**src/motorPkg.sv**
```systemverilog
package motorPkg;

    // clocks of the 10 MHz system clock
    typedef logic [11:0] pwmLen_t;
    // on-time amounts, carried remainders and window counters
    typedef logic [15:0] posSum_t;
    typedef logic [3:0]  step_t;
    typedef logic [24:0] windowCount_t;

    typedef struct packed {
        pwmLen_t pwmLenWant;
        pwmLen_t pwmMinMask;
    } pwmConfig_t;

    typedef struct packed {
        windowCount_t count;
        logic         lastFirst;
        logic         lastSecond;
        step_t        step;
    } windowMarks_t;

    typedef struct packed {
        posSum_t accWant;
        posSum_t accReal;
    } phaseStatus_t;

    // commutation steps on which a phase looks at its peers
    localparam step_t STEP_PEER_FIRST  = 4'd6;
    localparam step_t STEP_PEER_SECOND = 4'd11;
    localparam int    STEP_COUNT       = 12;

    // register map, byte offsets of 32-bit words
    localparam logic [7:0] REG_CONFIG     = 8'h00;
    localparam logic [7:0] REG_WINDOW_LEN = 8'h04;
    localparam logic [7:0] REG_PL_LEN_A   = 8'h08;
    localparam logic [7:0] REG_PL_LEN_B   = 8'h0C;
    localparam logic [7:0] REG_PL_LEN_C   = 8'h10;
    localparam logic [7:0] REG_STATUS_A   = 8'h14;
    localparam logic [7:0] REG_STATUS_B   = 8'h18;
    localparam logic [7:0] REG_STATUS_C   = 8'h1C;
    localparam logic [7:0] REG_STEP       = 8'h20;

endpackage

```
**src/windowSequencer.sv**
```systemverilog
`timescale 1ns/100ps

module windowSequencer (
    input  logic                   clk,
    input  logic                   rst,
    input  motorPkg::windowCount_t windowLen,
    output motorPkg::windowMarks_t marks,
    output motorPkg::step_t        step
);

    import motorPkg::*;

    windowCount_t count;
    windowCount_t lastIndex;
    logic         wrap;

    assign lastIndex = windowLen - windowCount_t'(1);

    // also wrap if windowLen was lowered below the running count
    assign wrap = (count >= lastIndex);

    always_ff @(posedge clk) begin
        if (rst) begin
            count <= '0;
            step  <= '0;
        end else if (wrap) begin
            count <= '0;
            if (step == step_t'(STEP_COUNT - 1)) begin
                step <= '0;
            end else begin
                step <= step + step_t'(1);
            end
        end else begin
            count <= count + windowCount_t'(1);
        end
    end

    // the two flags mark the last two cycles of the window
    always_comb begin
        marks.count      = count;
        marks.lastFirst  = (count == lastIndex);
        marks.lastSecond = (count == windowLen - windowCount_t'(2));
        marks.step       = step;
    end

endmodule

```
**src/pwmGenerator.sv**
```systemverilog
`timescale 1ns/100ps

module pwmGenerator (
    input  logic                   clk,
    input  logic                   rst,
    input  motorPkg::pwmConfig_t   cfg,
    input  motorPkg::windowMarks_t marks,
    input  motorPkg::posSum_t      plLen,
    input  motorPkg::posSum_t      peerFirst,
    input  motorPkg::posSum_t      peerSecond,
    output motorPkg::posSum_t      posSum,
    output motorPkg::phaseStatus_t status,
    output logic                   pwm
);

    import motorPkg::*;

    pwmLen_t periodCnt;
    logic    reload;
    logic    reloadDelayed;
    logic    accReload;

    posSum_t remain;
    posSum_t onCnt;
    posSum_t minOnTime;
    logic    less;

    posSum_t accWant;
    posSum_t accReal;

    // period restarts at window end, at its own end, or when idle
    assign reload = marks.lastFirst | (periodCnt == pwmLen_t'(1)) | (plLen == '0);

    always_ff @(posedge clk) begin
        if (rst || reload) begin
            periodCnt <= cfg.pwmLenWant;
        end else begin
            periodCnt <= periodCnt - pwmLen_t'(1);
        end
    end

    always_ff @(posedge clk) begin
        if (rst) begin
            reloadDelayed <= 1'b0;
        end else begin
            reloadDelayed <= reload;
        end
    end

    // first cycle of a new period
    assign accReload = reloadDelayed & ~reload;

    assign posSum    = remain + plLen;
    assign minOnTime = posSum_t'(cfg.pwmMinMask);

    // a peer with less pending also holds this phase back
    always_comb begin
        less = (posSum < minOnTime);
        if (marks.step == STEP_PEER_FIRST) begin
            if (peerFirst < posSum) begin
                less = 1'b1;
            end
        end else if (marks.step == STEP_PEER_SECOND) begin
            if (peerSecond < posSum) begin
                less = 1'b1;
            end
        end
    end

    always_ff @(posedge clk) begin
        if (rst) begin
            remain <= '0;
            onCnt  <= '0;
        end else if (accReload) begin
            if (less) begin
                // too short for now, carry the whole sum over
                remain <= posSum;
                onCnt  <= '0;
            end else begin
                remain <= '0;
                onCnt  <= posSum;
            end
        end else if (onCnt != '0) begin
            onCnt <= onCnt - posSum_t'(1);
        end
    end

    assign pwm = (onCnt != '0);

    // per-window statistics, handed over on lastSecond
    always_ff @(posedge clk) begin
        if (rst) begin
            accWant <= '0;
            accReal <= '0;
            status  <= '0;
        end else if (marks.lastSecond) begin
            status.accWant <= accWant;
            status.accReal <= accReal;
            accWant        <= '0;
            accReal        <= '0;
        end else begin
            if (accReload) begin
                accWant <= accWant + plLen;
            end
            if (pwm) begin
                accReal <= accReal + posSum_t'(1);
            end
        end
    end

endmodule

```
**src/motorRegs.sv**
```systemverilog
`timescale 1ns/100ps

module motorRegs #(
    parameter int AXI_ADDR_WIDTH = 6
) (
    input  logic                      clk,
    input  logic                      rst,
    input  logic [AXI_ADDR_WIDTH-1:0] awaddr,
    input  logic                      awvalid,
    output logic                      awready,
    input  logic [31:0]               wdata,
    input  logic [3:0]                wstrb,
    input  logic                      wvalid,
    output logic                      wready,
    output logic [1:0]                bresp,
    output logic                      bvalid,
    input  logic                      bready,
    input  logic [AXI_ADDR_WIDTH-1:0] araddr,
    input  logic                      arvalid,
    output logic                      arready,
    output logic [31:0]               rdata,
    output logic [1:0]                rresp,
    output logic                      rvalid,
    input  logic                      rready,
    input  motorPkg::phaseStatus_t    statusA,
    input  motorPkg::phaseStatus_t    statusB,
    input  motorPkg::phaseStatus_t    statusC,
    input  motorPkg::step_t           step,
    output motorPkg::pwmConfig_t      cfg,
    output motorPkg::windowCount_t    windowLen,
    output motorPkg::posSum_t         plLenA,
    output motorPkg::posSum_t         plLenB,
    output motorPkg::posSum_t         plLenC
);

    import motorPkg::*;

    logic        idle;
    logic        writeGo;
    logic        readGo;
    logic        writeFire;
    logic        readFire;
    logic [31:0] readWord;
    logic [31:0] writeWord;

    // register contents as seen on the bus, unmapped reads give zero
    function automatic logic [31:0] wordAt(input logic [AXI_ADDR_WIDTH-1:0] addr);
        case (addr)
            REG_CONFIG:     wordAt = {4'd0, cfg.pwmMinMask, 4'd0, cfg.pwmLenWant};
            REG_WINDOW_LEN: wordAt = {7'd0, windowLen};
            REG_PL_LEN_A:   wordAt = {16'd0, plLenA};
            REG_PL_LEN_B:   wordAt = {16'd0, plLenB};
            REG_PL_LEN_C:   wordAt = {16'd0, plLenC};
            REG_STATUS_A:   wordAt = statusA;
            REG_STATUS_B:   wordAt = statusB;
            REG_STATUS_C:   wordAt = statusC;
            REG_STEP:       wordAt = {28'd0, step};
            default:        wordAt = '0;
        endcase
    endfunction

    function automatic logic [31:0] mergeBytes(
        input logic [31:0] oldWord,
        input logic [31:0] newWord,
        input logic [3:0]  strb
    );
        logic [31:0] merged;
        merged = oldWord;
        for (int b = 0; b < 4; b++) begin
            if (strb[b]) begin
                merged[8*b +: 8] = newWord[8*b +: 8];
            end
        end
        return merged;
    endfunction

    always_comb begin
        readWord  = wordAt(araddr);
        writeWord = mergeBytes(wordAt(awaddr), wdata, wstrb);
    end

    // a pending response blocks any new transfer
    assign idle    = ~bvalid & ~rvalid & ~awready & ~arready;
    assign writeGo = idle & awvalid & wvalid;
    assign readGo  = idle & arvalid & ~writeGo;

    assign writeFire = awready & awvalid & wready & wvalid;
    assign readFire  = arready & arvalid;

    assign bresp = 2'b00;
    assign rresp = 2'b00;

    always_ff @(posedge clk) begin
        if (rst) begin
            awready <= 1'b0;
            wready  <= 1'b0;
            arready <= 1'b0;
            bvalid  <= 1'b0;
            rvalid  <= 1'b0;
        end else begin
            awready <= writeGo;
            wready  <= writeGo;
            arready <= readGo;
            if (writeFire) begin
                bvalid <= 1'b1;
            end else if (bready) begin
                bvalid <= 1'b0;
            end
            if (readFire) begin
                rvalid <= 1'b1;
            end else if (rready) begin
                rvalid <= 1'b0;
            end
        end
    end

    // read data is captured once and held until rready
    always_ff @(posedge clk) begin
        if (readFire) begin
            rdata <= readWord;
        end
    end

    always_ff @(posedge clk) begin
        if (rst) begin
            cfg       <= '0;
            windowLen <= windowCount_t'(4095);
            plLenA    <= '0;
            plLenB    <= '0;
            plLenC    <= '0;
        end else if (writeFire) begin
            case (awaddr)
                REG_CONFIG: begin
                    cfg.pwmLenWant <= writeWord[11:0];
                    cfg.pwmMinMask <= writeWord[27:16];
                end
                REG_WINDOW_LEN: windowLen <= writeWord[24:0];
                REG_PL_LEN_A:   plLenA    <= writeWord[15:0];
                REG_PL_LEN_B:   plLenB    <= writeWord[15:0];
                REG_PL_LEN_C:   plLenC    <= writeWord[15:0];
                default: ;
            endcase
        end
    end

endmodule

```
**src/motorPwmTop.sv**
```systemverilog
`timescale 1ns/100ps

module motorPwmTop #(
    parameter int AXI_ADDR_WIDTH = 6
) (
    input  logic                      clk,
    input  logic                      rst,
    input  logic [AXI_ADDR_WIDTH-1:0] awaddr,
    input  logic                      awvalid,
    output logic                      awready,
    input  logic [31:0]               wdata,
    input  logic [3:0]                wstrb,
    input  logic                      wvalid,
    output logic                      wready,
    output logic [1:0]                bresp,
    output logic                      bvalid,
    input  logic                      bready,
    input  logic [AXI_ADDR_WIDTH-1:0] araddr,
    input  logic                      arvalid,
    output logic                      arready,
    output logic [31:0]               rdata,
    output logic [1:0]                rresp,
    output logic                      rvalid,
    input  logic                      rready,
    output logic                      pwmA,
    output logic                      pwmB,
    output logic                      pwmC
);

    import motorPkg::*;

    pwmConfig_t   cfg;
    windowCount_t windowLen;
    posSum_t      plLenA, plLenB, plLenC;
    windowMarks_t marks;
    step_t        step;
    phaseStatus_t statusA, statusB, statusC;
    posSum_t      posSumA, posSumB, posSumC;

    motorRegs #(.AXI_ADDR_WIDTH(AXI_ADDR_WIDTH)) regs (
        .clk(clk), .rst(rst),
        .awaddr(awaddr), .awvalid(awvalid), .awready(awready),
        .wdata(wdata), .wstrb(wstrb), .wvalid(wvalid), .wready(wready),
        .bresp(bresp), .bvalid(bvalid), .bready(bready),
        .araddr(araddr), .arvalid(arvalid), .arready(arready),
        .rdata(rdata), .rresp(rresp), .rvalid(rvalid), .rready(rready),
        .statusA(statusA), .statusB(statusB), .statusC(statusC), .step(step),
        .cfg(cfg), .windowLen(windowLen),
        .plLenA(plLenA), .plLenB(plLenB), .plLenC(plLenC)
    );

    windowSequencer seq (
        .clk(clk), .rst(rst), .windowLen(windowLen), .marks(marks), .step(step)
    );

    // peers rotate so each phase sees the next two in order
    pwmGenerator genA (
        .clk(clk), .rst(rst), .cfg(cfg), .marks(marks), .plLen(plLenA),
        .peerFirst(posSumB), .peerSecond(posSumC),
        .posSum(posSumA), .status(statusA), .pwm(pwmA)
    );

    pwmGenerator genB (
        .clk(clk), .rst(rst), .cfg(cfg), .marks(marks), .plLen(plLenB),
        .peerFirst(posSumC), .peerSecond(posSumA),
        .posSum(posSumB), .status(statusB), .pwm(pwmB)
    );

    pwmGenerator genC (
        .clk(clk), .rst(rst), .cfg(cfg), .marks(marks), .plLen(plLenC),
        .peerFirst(posSumA), .peerSecond(posSumB),
        .posSum(posSumC), .status(statusC), .pwm(pwmC)
    );

endmodule

```
**config.mk**
```make
export PLATFORM = sky130hd
export DESIGN_NAME = motorPwmTop
export DESIGN_NICKNAME = d
export VERILOG_FILES = /design/src/motorPkg.sv /design/src/windowSequencer.sv /design/src/pwmGenerator.sv /design/src/motorRegs.sv /design/src/motorPwmTop.sv
export SDC_FILE = /design/constraint.sdc
export NUM_CORES = 1
export LEC_CHECK = 0
export ABC_AREA = 1
export BUFFER_PORTS_ARGS = -buffer_cell sky130_fd_sc_hd__buf_2
export CAP_MARGIN = 10
export CELL_PAD_IN_SITES_DETAIL_PLACEMENT = 1
export CELL_PAD_IN_SITES_GLOBAL_PLACEMENT = 1
export CORE_MARGIN = 4
export CORE_UTILIZATION = 30
export CTS_CLUSTER_DIAMETER = 150
export DETAILED_ROUTE_END_ITERATION = 16
export PLACE_DENSITY_LB_ADDON = 0.12
export SLEW_MARGIN = 5
export SYNTH_ARGS = -nofsm -noshare
export SYNTH_HDL_FRONTEND = slang
export SYNTH_SLANG_ARGS = --single-unit
```
**constraint.sdc**
```tcl
create_clock -name clk -period 4.5 [get_ports clk]
set_clock_uncertainty 0.15 [all_clocks]
set_input_delay 0.45 -clock clk [delete_from_list [all_inputs] [get_ports clk]]
set_output_delay 0.45 -clock clk [all_outputs]
set_load 0.03 [all_outputs]
```
**After elaboration in Yosys (flattened, before gate mapping)**

Index checks and enable logic that the tools add are counted.

- Add/subtract/negate cells: 19
- $lt $le $gt $ge: 10
- Equal/unequal tests: 19
- Multiplexer cells: 38
- Bitwise gates (word level): 28
- Reductions and logical operators: 25

Operators by type and width:

| cell | number |
|---|---|
| 32-bit one-hot mux with 9 select lines | 1 |
| 16-bit two-way mux | 12 |
| 28-bit one-hot mux with 4 select lines | 1 |
| 16-bit adder | 6 |
| 16-bit < comparator | 6 |
| 25-bit == test | 2 |
| 16-bit by 1-bit adder with 16-bit output (second input constant) | 3 |
| 16-bit zero test | 3 |
| 16-bit by 12-bit < comparator with 1-bit output | 3 |
| 16-bit nonzero test | 3 |
| 16-bit by 1-bit subtractor with 16-bit output (second input constant) | 3 |
| 12-bit by 1-bit == test with 1-bit output (second input constant) | 3 |
| 12-bit two-way mux | 3 |
| 12-bit by 1-bit subtractor with 12-bit output (second input constant) | 3 |
| 6-bit by 5-bit == test with 1-bit output (second input constant) | 5 |
| 25-bit by 1-bit adder with 25-bit output (second input constant) | 1 |
| 25-bit >= comparator | 1 |
| 25-bit by 1-bit subtractor with 25-bit output (second input constant) | 1 |
| 25-bit by 2-bit subtractor with 25-bit output (second input constant) | 1 |
| 6-bit by 4-bit == test with 1-bit output (second input constant) | 4 |
| 8-bit two-way mux | 3 |
| 1-bit two-way mux | 16 |
| 1-bit AND | 14 |
| 6-bit by 3-bit == test with 1-bit output (second input constant) | 2 |
| 14 further kinds | 39 |

- Register bits: 489
- Word-level logic and storage cells: 177

**Longest topological paths before layout**

- Depth after elaboration: 8
- Depth in mapped cells: 27

**Hierarchy**

Synthesis repeated with hierarchy kept, for this count alone.

- Cell total of the unflattened synthesis: 4762
- Area total of the unflattened synthesis: 32647.6 um^2

Modules (own cells, without submodules):

| module | instances | cells an instance | area each (um^2) |
|---|---|---|---|
| pwmGenerator at genB ... | 2 | 1023 | 7230.7 |
| motorRegs | 1 | 1097 | 7369.6 |
| pwmGenerator at genA | 1 | 1018 | 7178.1 |
| windowSequencer | 1 | 601 | 3638.5 |

**Worst setup path after synthesis**

OpenSTA, ideal clock, no wires.

- Path kind: register -> register
- From: register regs.windowLen[1]
- To: register genC.accWant[10]
- Library setup time: 0.115 ns
- Data arrival time: 3.396 ns
- Data required time: 4.235 ns
- Path slack: 0.839 ns
- Cell stages (with the launch flop): 24
- Path buffers: 3
- Clock period less this slack: 3.661 ns
- Path through: dfxtp_1 clkbuf_1 inv_1 ha_1 inv_1 nor2_1 nand2_1 nor2_1 nand2_1 xor2_1 ha_1 nand2_1 inv_1 nand3_1 nor4_1 nand4_1 nand2_1 inv_1 nand2_1 clkbuf_1 clkbuf_1 nor2_1 a21oi_1 nor2_1

- Cells in the longest elaborated chain, start to end: 6
- Elaborated cells between the ends (all ways): 9
- Those cells by class: 2 x add/sub; 2 x eq/ne; 4 x bitwise; 1 x reduce/logical

RTL lines:

| what | RTL line | source |
|---|---|---|
| from (decl) | motorRegs.sv:30 | `output motorPkg::windowCount_t windowLen,` |
| from (signal assigned) | motorRegs.sv:127 | `windowLen <= windowCount_t'(4095);` |
| from (signal assigned) | motorRegs.sv:137 | `REG_WINDOW_LEN: windowLen <= writeWord[24:0];` |
| 25-bit by 1-bit subtractor with 25-bit output | windowSequencer.sv:17 | `assign lastIndex = windowLen - windowCount_t'(1);` |
| 25-bit == test | windowSequencer.sv:41 | `marks.lastFirst = (count == lastIndex);` |
| 1-bit OR (2 in a row) | pwmGenerator.sv:32 | `assign reload = marks.lastFirst \| (periodCnt == pwmLen_t'(1)) \| (plLen == '0);` |
| 1-bit inverter | pwmGenerator.sv:51 | `assign accReload = reloadDelayed & ~reload;` |
| 1-bit AND | pwmGenerator.sv:51 |  |
| to (signal assigned) | pwmGenerator.sv:103 | `accWant <= accWant + plLen;` |
| to (decl) | pwmGenerator.sv:28 | `posSum_t accWant;` |

Parallel ways exist; a longest one is shown, timed or not.
A chain may end at the register's enable or synchronous reset.

**Worst setup path after layout**

- From: register regs.windowLen[2]
- To: register genC.onCnt[1]

- Cells in the longest elaborated chain, start to end: 7
- Elaborated cells between the ends (all ways): 8
- Those cells by class: 1 x add/sub; 1 x eq/ne; 1 x mux; 4 x bitwise; 1 x reduce/logical

RTL lines:

| what | RTL line | source |
|---|---|---|
| 25-bit by 1-bit subtractor with 25-bit output * | windowSequencer.sv:17 |  |
| 25-bit == test * | windowSequencer.sv:41 |  |
| 1-bit OR * (2 in a row) | pwmGenerator.sv:32 |  |
| 1-bit inverter * | pwmGenerator.sv:51 |  |
| 1-bit AND * | pwmGenerator.sv:51 |  |
| 16-bit two-way mux / 2-bit nonzero test (equally long branches) | n/a |  |
| to (signal assigned) | pwmGenerator.sv:81 | `onCnt <= posSum;` |
| to (signal assigned) | pwmGenerator.sv:84 | `onCnt <= onCnt - posSum_t'(1);` |
| to (decl) | pwmGenerator.sv:24 | `posSum_t onCnt;` |

Mark *: on every way between the ends. The rest lies on a longest branch, timed or not.

==> results.toml <==
[status]
status = "completed"

[sta]
maxSlewHeadroom_pct = 9.73
layout_min_cycle_time_ns = 4.19
finalHoldViolCount = 0
max_freq_mhz = 239
report.final.slew_viol_count = 0
tightest_slew_ns = 1.35
setup_viol = 0
fin_crit_sh_pct = 93.2
holdWs_ns = 0.0675

[placed_design]
io_buffers = 90
placed_cell_area_mm2 = 0.0331
placedCellCount = 5785
dp_hpwl_um = 102000
gp_congestion = 0.927

[grt]
overflow = 0
grt_max_degree = 110
antenna_found_initial = 2
grt_pass1_wl_um = 191000
grt_pass1_vias = 29300
grt.total_usage_pct = 23.7

[flow_run]
cap_violations = 0

[finish]
instances_no_fill = 5918
n_antenna_cell = 0
final_util_pct = 35.5
drive_gt1_share_pct = 9.01
nNetsFinal = 4779
area.growth.synth_to_final_pct = 17.2
n_fill_cell = 12500
fin_area_mm2 = 0.0356

[clock_tree]
clk_pin_slew_ns = 0.06
htreeDepth = 3
numCtsBuffers = 66
insertion_delay_ns = 0.63
clkSinkCount = 489
cts_tree = "yes"
cts-root-buf = "clkbuf_16"
cts_buffer_depth = 3

[worst_setup_path]
worstPathCellList = "inv_1, ha_1, nand2_2, nor2_4, nand4_1, nor2_1, xor2_1, inv_1, ha_1, nand2_1, inv_1, nand4_1, nor4_1, nand4_1, buf_4, buf_4, nand2_1, inv_1, nand2_4, clkinvlp_4, buf_4, o21a_1, a21oi_1"
worstSetupEndpointType = "flip-flop"
cp-start-kind = "flip-flop"
cpLargestDelayFamily = "simple AND/OR/NAND/NOR gates"
required_ns = 4.90
max_stage_delay_ns = 0.36
critPathBufInv = 8
path_class = "reg2reg"
worstPathMaxFanout = 17
slowest_stage = "dfxtp_1"
arrival_ns = 4.60
crit_top_cell = "inv_1"

[synth]
synth_area_mm2 = 0.0304
synth_top_cell_area_share_pct = 30.1
synth.most_common_cell = "nand2_1"
yosysTopAreaCell = "dfxtp_1"
async_flop_share_pct = 0
yosysWarnings = 0
syn_avg_cell_area_um2 = 6.99
synth_seq_cells = 489
synth_common_cells = "nand2_1 (865), a21oi_1 (490), inv_1 (484)"
synth_seq_area_share_pct = 33.3
synth_cell_types = 61
syn_inst = 4343
synth_enable_flop_cells = 32
synthTopCellsByArea = "dfxtp_1 (30%), nand2_1 (11%), ha_1 (8.6%)"
synth_flop_cell = "dfxtp_1"

[floorplan]
die_w_um = 326
die_area_mm2 = 0.106
die-height_um = 326
io_pins = 99
initial_core_util_pct = 30.3
fp.coreArea_mm2 = 0.100
fp-row-count = 116

[power]
leakagePower_nw = 15.3
power_mw = 12.2
power_per_cell_area_mw_per_mm2 = 343
peakVddDrop_mv = 0.277

[route]
wirelength_um = 130000
wire_per_inst_um = 21.9
drc = 0
via_per_inst = 5.09
vias = 30200
detail_route.first_pass.iterations = 6
drt_iter0_drc = 2055
ant_nets = 0

[hold_path]
hp-class = "in2reg"
-- report_power, final --
part / internal, mW / switching, mW
combinational: 0.605 / 1.12
sequential: 4.59 / 0.166
clock: 3.55 / 2.19
total: 8.74 / 3.48
-- sequential cells by signal, summed over array words and instances, names as in the netlist, 24 cells and up --
name and cells:
genC.status 32, genA.status 32, regs.rdata 32, genB.status 32, seq.count 25, regs.cfg 24, regs.windowLen 25
-- layout by cell type, fill, tap and decap left out, types with 6 or more instances in the layout --
| master | Yosys | final |
|---|---|---|
| dlygate4sd3_1 | 0 | 10 |
| a22oi_1 | 17 | 17 |
| a31oi_1 | 20 | 20 |
| o2111ai_1 | 8 | 8 |
| a221oi_1 | 24 | 24 |
| o21bai_1 | 8 | 8 |
| xnor2_1 | 47 | 47 |
| nand2_2 | 8 | 8 |
| buf_12 | 0 | 14 |
| ha_1 | 209 | 208 |
| a21oi_1 | 490 | 489 |
| o22ai_1 | 30 | 30 |
| clkinv_2 | 0 | 6 |
| nor3b_1 | 7 | 7 |
| nor2_1 | 465 | 461 |
| o211ai_1 | 9 | 9 |
| clkbuf_16 | 0 | 67 |
| nor2_2 | 6 | 8 |
| fa_1 | 6 | 6 |
| clkbuf_1 | 88 | 14 |
| buf_2 | 20 | 89 |
| nand2_1 | 865 | 863 |
| nor3_1 | 85 | 82 |
| o31ai_1 | 10 | 10 |
| nand4_1 | 71 | 71 |
| dfxtp_1 | 457 | 456 |
| clkbuf_8 | 0 | 10 |
| a211oi_1 | 9 | 9 |
| nand3b_1 | 52 | 52 |
| o221ai_1 | 12 | 12 |
| inv_1 | 484 | 481 |
| nand3_1 | 242 | 242 |
| o21ai_0 | 259 | 259 |
| buf_4 | 37 | 151 |
| nor4_1 | 25 | 25 |
| edfxtp_1 | 32 | 32 |
| xor2_1 | 157 | 156 |
| bufinv_16 | 0 | 11 |
| o21a_1 | 6 | 6 |
-- worst paths after layout --
check	start	end	slack [ns]	cells past startpoint
hold / removal	rst	genC.reloadDelayed$_SDFF_PP0_	0.07	2
setup reg to reg	regs.windowLen[2]$_SDFFE_PP1P_	genC.onCnt[1]$_SDFFE_PP0P_	0.31	23
hold reg to reg	regs.cfg[8]$_SDFFE_PP0P_	regs.cfg[8]$_SDFFE_PP0P_	0.32	2
setup / recovery	regs.windowLen[2]$_SDFFE_PP1P_	genC.onCnt[1]$_SDFFE_PP0P_	0.31	23
-- timing repair --
item,in CTS,in global routing
endpoints found under the hold margin,7,0
hold buffers,10,0
resized for setup,0,12
setup buffers,0,3
setup endpoints to repair,0,122
-- cells by family (layout without fill, tap and decap cells) --
logic type,Yosys count,count (layout),share of synthesized area [%]
compound gates,925,925,16.7
xor+xnor,205,205,5.94
fa+ha+maj,215,215,9.01
buf+inv,660,875,8.94
flops,489,489,33.3
other cells,1,4,0.0123
simple gates,1848,1848,26.1
-- layout make-up --
type                            instances  area (um^2)  share of cell area, %
Inverter                              490         1850                   5.19
Multi-Input combinational cell       3197        17600                   49.5
Clock inverter                         29          470                   1.32
Timing Repair Buffer                  265         1970                   5.54
Sequential cell                       489        10100                   28.4
Clock buffer                           91         1870                   5.24
Tap cell                             1357         1700                   4.77
-- per-layer routing --
metal  track usage [%]  vias up  share of wire [%]
met3              3.14      169                4.1
met1              33.7    14600                 49
li1                  -    14800                  -
met4              7.54        0                3.3
met2              37.0      564                 44
met5                 0        -                  0
-- metrics by stage --
step | setup TNS (ns) | setup WS [ns]
2_1_floorplan | 0 | 0.839
3_3_place_gp | 0 | 0.178
3_5_place_dp | 0 | 0.0992
4_1_cts | 0 | 0.0791
5_1_grt | -0.0173 | -0.00918
6_report | 0 | 0.307
No activity file was read; power rests on OpenSTA's default activity.
